File: config.mk
export PLATFORM = sky130hd
export DESIGN_NAME = net_interface
export DESIGN_NICKNAME = d
export VERILOG_FILES = /design/src/rtl/noc_tile_pkg.sv /design/src/rtl/flit_fifo.sv /design/src/rtl/net_interface.sv
export SDC_FILE = /design/constraint.sdc
export NUM_CORES = 1
export LEC_CHECK = 0
export ABC_CLOCK_PERIOD_IN_PS = 2500
export CORE_MARGIN = 2
export CORE_UTILIZATION = 65
export CTS_BUF_LIST = sky130_fd_sc_hd__clkbuf_4 sky130_fd_sc_hd__clkbuf_8
export DETAILED_ROUTE_END_ITERATION = 8
export DONT_BUFFER_PORTS = 1
export PLACE_DENSITY = 0.81
export SLEW_MARGIN = 20
export SYNTH_ARGS = -nofsm -noshare
export SYNTH_HDL_FRONTEND = slang
export SYNTH_SLANG_ARGS = --single-unit
File: constraint.sdc
create_clock -name clk_i -period 2.5 [get_ports clk_i]
set_input_delay 0.5 -clock clk_i [delete_from_list [all_inputs] [get_ports clk_i]]
set_output_delay 0.5 -clock clk_i [all_outputs]
set_load 0.01 [all_outputs]
File: src/rtl/noc_tile_pkg.sv
// Types shared by every block of one mesh tile
// Coordinates are 2 bits wide, so the mesh is at most 4x4
// Every packet is one 34-bit flit; bursts and multicast are not supported
package noc_tile_pkg;

  localparam int unsigned COORD_W    = 2;
  localparam int unsigned ADDR_W     = 8;
  localparam int unsigned DATA_W     = 16;
  localparam int unsigned NUM_PORTS  = 5;
  localparam int unsigned FIFO_DEPTH = 4;

  typedef logic [COORD_W-1:0] coord_t;
  typedef logic [ADDR_W-1:0]  addr_t;
  typedef logic [DATA_W-1:0]  data_t;

  // Requests travel to the owner of the scratchpad, replies travel back
  typedef enum logic [1:0] {
    KIND_RD_REQ = 2'd0,
    KIND_WR_REQ = 2'd1,
    KIND_RD_RSP = 2'd2,
    KIND_WR_ACK = 2'd3
  } kind_e;

  // East increases x, north increases y
  typedef enum logic [2:0] {
    PORT_N = 3'd0,
    PORT_E = 3'd1,
    PORT_S = 3'd2,
    PORT_W = 3'd3,
    PORT_L = 3'd4
  } port_e;

  ////////////////////////////////////////
  // Flit layout, MSB first
  ////////////////////////////////////////

  typedef struct packed {
    coord_t dst_x;
    coord_t dst_y;
    coord_t src_x;
    coord_t src_y;
    kind_e  kind;
    addr_t  addr;
    data_t  data;
  } flit_t;

endpackage

File: src/rtl/flit_fifo.sv
// Synchronous FIFO with FIFO_DEPTH entries and no back-pressure
// A push while full is silently dropped; the sender must pace itself
// A pop while empty is ignored
`timescale 1ns/1ps

module flit_fifo #(
  parameter type payload_t = logic
) (
  input  logic     clk_i,
  input  logic     arst_n_i,
  input  logic     push_i,
  input  payload_t data_i,
  input  logic     pop_i,
  output logic     empty_o,
  output payload_t head_o
);
  import noc_tile_pkg::*;

  payload_t                          mem_q [FIFO_DEPTH];
  logic [$clog2(FIFO_DEPTH)-1:0]     wr_ptr_q;
  logic [$clog2(FIFO_DEPTH)-1:0]     rd_ptr_q;
  logic [$clog2(FIFO_DEPTH + 1)-1:0] count_q;
  logic                              do_push;
  logic                              do_pop;

  assign empty_o = (count_q == '0);
  assign do_push = push_i && (32'(count_q) != FIFO_DEPTH);
  assign do_pop  = pop_i && !empty_o;
  assign head_o  = mem_q[rd_ptr_q];

  always_ff @(posedge clk_i or negedge arst_n_i) begin
    if (!arst_n_i) begin
      wr_ptr_q <= '0;
      rd_ptr_q <= '0;
      count_q  <= '0;
    end else begin
      if (do_push) begin
        wr_ptr_q <= (32'(wr_ptr_q) == FIFO_DEPTH - 1) ? '0 : wr_ptr_q + 1'b1;
      end
      if (do_pop) begin
        rd_ptr_q <= (32'(rd_ptr_q) == FIFO_DEPTH - 1) ? '0 : rd_ptr_q + 1'b1;
      end
      case ({do_push, do_pop})
        2'b10:   count_q <= count_q + 1'b1;
        2'b01:   count_q <= count_q - 1'b1;
        default: count_q <= count_q;
      endcase
    end
  end

  // Storage
  always_ff @(posedge clk_i) begin
    if (do_push) begin
      mem_q[wr_ptr_q] <= data_i;
    end
  end

endmodule

File: src/rtl/net_interface.sv
// Network interface between the local router port, the core and the scratchpad
// Replies to remote requests take priority over queued core requests
// Core requests queue in a 4-deep FIFO; a request arriving when it is full is lost
// Replies are built two cycles after the request leaves the router
`timescale 1ns/1ps

module net_interface (
  input  logic                 clk_i,
  input  logic                 arst_n_i,
  input  noc_tile_pkg::coord_t my_x_i,
  input  noc_tile_pkg::coord_t my_y_i,
  // Core request
  input  logic                 core_req_valid_i,
  input  logic                 core_req_write_i,
  input  noc_tile_pkg::coord_t core_req_dst_x_i,
  input  noc_tile_pkg::coord_t core_req_dst_y_i,
  input  noc_tile_pkg::addr_t  core_req_addr_i,
  input  noc_tile_pkg::data_t  core_req_wdata_i,
  // Core response
  output logic                 core_rsp_valid_o,
  output logic                 core_rsp_write_o,
  output noc_tile_pkg::coord_t core_rsp_src_x_o,
  output noc_tile_pkg::coord_t core_rsp_src_y_o,
  output noc_tile_pkg::data_t  core_rsp_rdata_o,
  // Router local port
  input  logic                 loc_in_valid_i,
  input  noc_tile_pkg::flit_t  loc_in_flit_i,
  output logic                 loc_out_valid_o,
  output noc_tile_pkg::flit_t  loc_out_flit_o,
  // Scratchpad
  output logic                 mem_we_o,
  output logic                 mem_re_o,
  output noc_tile_pkg::addr_t  mem_addr_o,
  output noc_tile_pkg::data_t  mem_wdata_o,
  input  noc_tile_pkg::data_t  mem_rdata_i
);
  import noc_tile_pkg::*;

  flit_t core_flit;
  flit_t q_head;
  logic  q_empty;
  logic  q_pop;
  logic  in_is_req;
  logic  req_valid_q;
  flit_t req_flit_q;
  logic  rsp_valid_q;
  flit_t rsp_flit_q;
  flit_t rsp_flit;

  ////////////////////////////////////////
  // Core to network
  ////////////////////////////////////////

  always_comb begin
    core_flit.dst_x = core_req_dst_x_i;
    core_flit.dst_y = core_req_dst_y_i;
    core_flit.src_x = my_x_i;
    core_flit.src_y = my_y_i;
    core_flit.kind  = core_req_write_i ? KIND_WR_REQ : KIND_RD_REQ;
    core_flit.addr  = core_req_addr_i;
    core_flit.data  = core_req_wdata_i;
  end

  flit_fifo #(
    .payload_t(flit_t)
  ) i_core_q (
    .clk_i,
    .arst_n_i,
    .push_i  (core_req_valid_i),
    .data_i  (core_flit),
    .pop_i   (q_pop),
    .empty_o (q_empty),
    .head_o  (q_head)
  );

  // Reply wins the local input when both are ready
  assign q_pop           = !q_empty && !rsp_valid_q;
  assign loc_out_valid_o = rsp_valid_q || !q_empty;
  assign loc_out_flit_o  = rsp_valid_q ? rsp_flit : q_head;

  ////////////////////////////////////////
  // Network to memory and core
  ////////////////////////////////////////

  assign in_is_req = (loc_in_flit_i.kind == KIND_RD_REQ) ||
                     (loc_in_flit_i.kind == KIND_WR_REQ);

  assign mem_we_o    = req_valid_q && (req_flit_q.kind == KIND_WR_REQ);
  assign mem_re_o    = req_valid_q && (req_flit_q.kind == KIND_RD_REQ);
  assign mem_addr_o  = req_flit_q.addr;
  assign mem_wdata_o = req_flit_q.data;

  // Read data arrives from the memory register in the reply cycle
  always_comb begin
    rsp_flit = rsp_flit_q;
    if (rsp_flit_q.kind == KIND_RD_RSP) begin
      rsp_flit.data = mem_rdata_i;
    end
  end

  always_ff @(posedge clk_i or negedge arst_n_i) begin
    if (!arst_n_i) begin
      req_valid_q      <= 1'b0;
      rsp_valid_q      <= 1'b0;
      core_rsp_valid_o <= 1'b0;
    end else begin
      req_valid_q      <= loc_in_valid_i && in_is_req;
      rsp_valid_q      <= req_valid_q;
      core_rsp_valid_o <= loc_in_valid_i && !in_is_req;
    end
  end

  always_ff @(posedge clk_i) begin
    if (loc_in_valid_i && in_is_req) begin
      req_flit_q <= loc_in_flit_i;
    end
    // Reply goes back to the requester
    if (req_valid_q) begin
      rsp_flit_q.dst_x <= req_flit_q.src_x;
      rsp_flit_q.dst_y <= req_flit_q.src_y;
      rsp_flit_q.src_x <= my_x_i;
      rsp_flit_q.src_y <= my_y_i;
      rsp_flit_q.kind  <= (req_flit_q.kind == KIND_WR_REQ) ? KIND_WR_ACK : KIND_RD_RSP;
      rsp_flit_q.addr  <= req_flit_q.addr;
      rsp_flit_q.data  <= req_flit_q.data;
    end
    if (loc_in_valid_i && !in_is_req) begin
      core_rsp_write_o <= (loc_in_flit_i.kind == KIND_WR_ACK);
      core_rsp_src_x_o <= loc_in_flit_i.src_x;
      core_rsp_src_y_o <= loc_in_flit_i.src_y;
      core_rsp_rdata_o <= loc_in_flit_i.data;
    end
  end

endmodule

==> results.rst <==
.. list-table::
   :header-rows: 1

   * - Metric
     - Value
   * - Run status
     - finished, final reports clean
   * - Endpoints failing setup
     - 0
   * - Category of the worst setup path launch point
     - flip-flop
   * - Sequential area share after synthesis
     - 76.6%
   * - Worst-Margin Slew
     - 591 ps
   * - Nets
     - 607
   * - Rows
     - 42
   * - Residual overflow from global routing
     - 0
   * - Worst hold path class
     - in2reg
   * - Library cells used by synthesis
     - 29
   * - Worst Skew
     - 11.9 ps
   * - Clock H-tree levels
     - 2
   * - Total inserted antenna cells
     - 0
   * - Met1 track utilization from global routing
     - 29.1%
   * - Worst Path Required
     - 2000 ps
   * - Die Ht
     - 120 um
   * - Arrival time worst endpoint
     - 1870 ps
   * - Worst-case headroom to the max-slew limit
     - 60.6%
   * - Detailed Route Iter0 Violations
     - 392
   * - Clock Root Buffer
     - sky130_fd_sc_hd__clkbuf_8
   * - GRT Resource Usage Total
     - 23.3%
   * - Clock input transition at the sequential cells of the worst setup and hold paths
     - 60 ps
   * - Total of flip-flops plus latches after synthesis
     - 226
   * - DRC viols
     - 0
   * - Initial core utilization
     - 66.4%
   * - # port buffers
     - 0
   * - RSZ-0062 raised after global routing
     - no
   * - Number of buffers created by CTS
     - 37
   * - Layout cells sized above 1
     - 23.2%
   * - Average via count per standard cell
     - 5.95
   * - Syn. warnings
     - 0
   * - Final number of hold-violating endpoints
     - 0
   * - Final min period
     - 2370 ps
   * - Combined area of the multi-input logic cells
     - 1630 um2
   * - Worst hold margin
     - 89.2 ps
   * - Total wire length
     - 16.5 mm
   * - Number of buffers on the longest clock path
     - 3
   * - Clock tree from TritonCTS
     - yes
   * - Number of slew-limit violations in the final report
     - 0
   * - Leakage power of the design
     - 3.54 nW
   * - Fillcell total
     - 797
   * - CP Capture Type
     - output port
   * - CP max FO
     - 20
   * - Met3 usage in global routing
     - 7.55%
   * - Post-layout instance area
     - 9750 um2
   * - Setup tns final
     - 0 ps
   * - Count of TritonRoute iterations in the first routing pass
     - 5
   * - Placed wire-length estimate
     - 10.0 mm
   * - Power density normalized to cell area
     - 1100 nW/um2
   * - Worst r2r src
     - i_core_q.count_q[0]
   * - Overall die width
     - 120 um
   * - Origin of the worst min-delay path
     - loc_in_flit_i[21]
   * - Number of global-route vias before repair
     - 4448
   * - Yosys top cell area share
     - 73.7%
   * - Total chip power
     - 10.7 mW
   * - Mapped Avg Cell Area
     - 18.3 um2
   * - Placed cell count
     - 641
   * - Die Area
     - 14500 um2
   * - Largest net degree at the start of global routing
     - 55
   * - Launching element of the worst setup path
     - i_core_q.rd_ptr_q[1]
   * - Final RePlAce weighted congestion
     - 0.704
   * - Placed inst area
     - 8960 um2
   * - Worst Setup Path Type
     - reg2out
   * - Worst vdd ir
     - 0.617 mV
   * - Netlist area before placement
     - 8800 um2
   * - MaxCap Viol Count
     - 0
   * - Number of placed I/O pins
     - 170
   * - WL/cell
     - 23.2 um
   * - Post-route clock period utilization
     - 94.6%
   * - Mapped Cells
     - 481
   * - F_max
     - 423 MHz
   * - Number of antenna violations at the first check in global routing
     - 0
   * - Sink Count
     - 226
   * - Core Area
     - 13200 um2
   * - Sequential standard cell area
     - 6740 um2
   * - Synth area leaders
     - sky130_fd_sc_hd__edfxtp_1 (74%), sky130_fd_sc_hd__mux2i_1 (7.5%), sky130_fd_sc_hd__dfrtp_1 (2.8%)
   * - Clock insertion delay at the later pin of the skew report
     - 500 ps
   * - Number of nets still failing antenna checks after routing
     - 0
   * - Fin cells
     - 711
   * - Wire length of the first global-routing pass
     - 24.7 mm
   * - Met2 GRT Util
     - 39.1%
   * - Library cell occupying the most area in the post-synthesis netlist
     - sky130_fd_sc_hd__edfxtp_1
   * - Total number of vias
     - 4227
   * - Net Count, Synth
     - 575
   * - Most utilized layer in the global route result
     - met2
   * - Area growth from synthesis to layout
     - 10.9%
## synthesized netlist by cell type
cell type                  count
sky130_fd_sc_hd__a21oi_2      10
sky130_fd_sc_hd__nor3b_1       1
sky130_fd_sc_hd__nor2_1        4
sky130_fd_sc_hd__buf_6         8
sky130_fd_sc_hd__clkbuf_1      2
sky130_fd_sc_hd__buf_8         1
sky130_fd_sc_hd__and2_1        6
sky130_fd_sc_hd__inv_1        24
sky130_fd_sc_hd__a21oi_1       6
sky130_fd_sc_hd__edfxtp_1    216
sky130_fd_sc_hd__xnor2_1       1
sky130_fd_sc_hd__mux2_2        4
sky130_fd_sc_hd__buf_2         5
sky130_fd_sc_hd__a22o_1       16
sky130_fd_sc_hd__buf_4        31
sky130_fd_sc_hd__nor2_2        2
sky130_fd_sc_hd__a31oi_1       1
sky130_fd_sc_hd__mux2i_1      66
sky130_fd_sc_hd__dfrtp_1      10
sky130_fd_sc_hd__and3b_1       1
sky130_fd_sc_hd__nor2b_4       1
sky130_fd_sc_hd__ha_1          6
sky130_fd_sc_hd__a211oi_1     17
sky130_fd_sc_hd__xor2_1        2
sky130_fd_sc_hd__nand2b_1      2
sky130_fd_sc_hd__a221oi_1     17
sky130_fd_sc_hd__nor2b_1      19
sky130_fd_sc_hd__fa_1          1
sky130_fd_sc_hd__nor3_1        1
## routing by layer
metal,up-vias,share of wire [%],wire (um)
met2,177,51,8470
met5,-,0,0
met1,2118,39,6370
met3,32,8.0,1330
li1,1900,-,-
met4,0,2.1,349
## power breakdown
part           switching (mW)  leakage [nW]  internal, mW  total (mW)
clock network            1.29         0.374          1.71        3.00
logic                    1.54          1.06          1.12        2.67
registers               0.240          2.11          4.81        5.05
## kinds of logic (layout without fill, tap and decap cells)
logic type,after synthesis,count (layout),synth area share [%]
flops,226,226,76.6
xor+xnor,3,3,0.299
simple gates,37,37,2.63
mux,70,70,8.02
compound gates,67,67,6.14
buf+inv,71,125,5.23
fa+ha+maj,7,7,1.08
## worst max-delay path: stages, from the launching register on
cell                      delay [ps]
sky130_fd_sc_hd__dfrtp_2         410
sky130_fd_sc_hd__buf_4           340
sky130_fd_sc_hd__mux2i_1         120
sky130_fd_sc_hd__a22o_1          250
sky130_fd_sc_hd__a21oi_1         250
## stage by stage
step | setup WS (ps) | utilization (%)
floorplan | 188 | -
global placement | 325 | 67.6
detailed placement | 367 | 67.6
CTS | 83.4 | 73.6
global route | 9.89 | 73.7
finish | 134 | 73.7
## registers in the layout, summed over array words and instances, names as in the netlist, 3 cells and up
register,flops
mem_wdata_o,16
rsp_flit,17
rsp_flit_q,16
i_core_q.count_q,3
mem_addr_o,8
req_flit_q,6
core_rsp_rdata_o,16
i_core_q.mem_q,132
## cell usage in the layout (no fill, tap or decap)
cell type,n
sky130_fd_sc_hd__a31oi_1,1
sky130_fd_sc_hd__a221oi_2,1
sky130_fd_sc_hd__a21oi_2,11
sky130_fd_sc_hd__clkbuf_4,14
sky130_fd_sc_hd__nor2b_1,18
sky130_fd_sc_hd__and2_2,4
sky130_fd_sc_hd__mux2_2,4
sky130_fd_sc_hd__nor2_1,4
sky130_fd_sc_hd__dfrtp_2,4
sky130_fd_sc_hd__nand2b_1,2
sky130_fd_sc_hd__nor2_4,2
sky130_fd_sc_hd__clkinv_2,4
sky130_fd_sc_hd__buf_12,6
sky130_fd_sc_hd__edfxtp_1,216
sky130_fd_sc_hd__a22o_1,16
sky130_fd_sc_hd__fa_1,1
sky130_fd_sc_hd__a21oi_1,5
sky130_fd_sc_hd__bufinv_16,1
sky130_fd_sc_hd__a221oi_1,16
sky130_fd_sc_hd__nor2b_4,2
sky130_fd_sc_hd__and3b_1,1
sky130_fd_sc_hd__mux2i_1,66
sky130_fd_sc_hd__nor3_1,1
sky130_fd_sc_hd__xnor2_1,1
sky130_fd_sc_hd__clkbuf_8,38
sky130_fd_sc_hd__nor3b_1,1
sky130_fd_sc_hd__xor2_1,2
sky130_fd_sc_hd__and2_1,2
sky130_fd_sc_hd__ha_1,6
sky130_fd_sc_hd__inv_1,24
sky130_fd_sc_hd__buf_4,33
sky130_fd_sc_hd__dlygate4sd3_1,1
sky130_fd_sc_hd__dfrtp_1,6
sky130_fd_sc_hd__a211oi_1,17
sky130_fd_sc_hd__clkinv_1,4
## worst paths after layout
kind	endpoint	slack [ps]	depth (start not counted)
min	mem_addr_o[5]	90	0
max in group asynchronous	i_core_q.rd_ptr_q[1]	1730	1
max	loc_out_flit_o[5]	130	4
max reg2reg	i_core_q.count_q[2]	450	8
min in group asynchronous	i_core_q.count_q[0]	410	1
min reg2reg	rsp_flit[31]	430	0
## repair_timing
| action | 4_1_cts | 5_1_grt |
|---|---|---|
| endpoints found under the setup margin | 33 | 1 |
| pin swaps | 0 | 0 |
| gates cloned | 0 | 0 |
| hold buffers | 1 | 0 |
| endpoints found under the hold margin | 10 | 0 |
| setup buffers | 8 | 0 |
| resized for setup | 3 | 1 |
## layout make-up
class | count | area share [%]
inverter | 24 | 0.924
multi-input combinational | 184 | 16.7
clock buffer | 52 | 6.44
tap | 176 | 2.26
timing repair buffer | 40 | 3.87
clock inverter | 9 | 0.667
sequential | 226 | 69.1
Note: power is estimated with default switching activity, not from simulation.
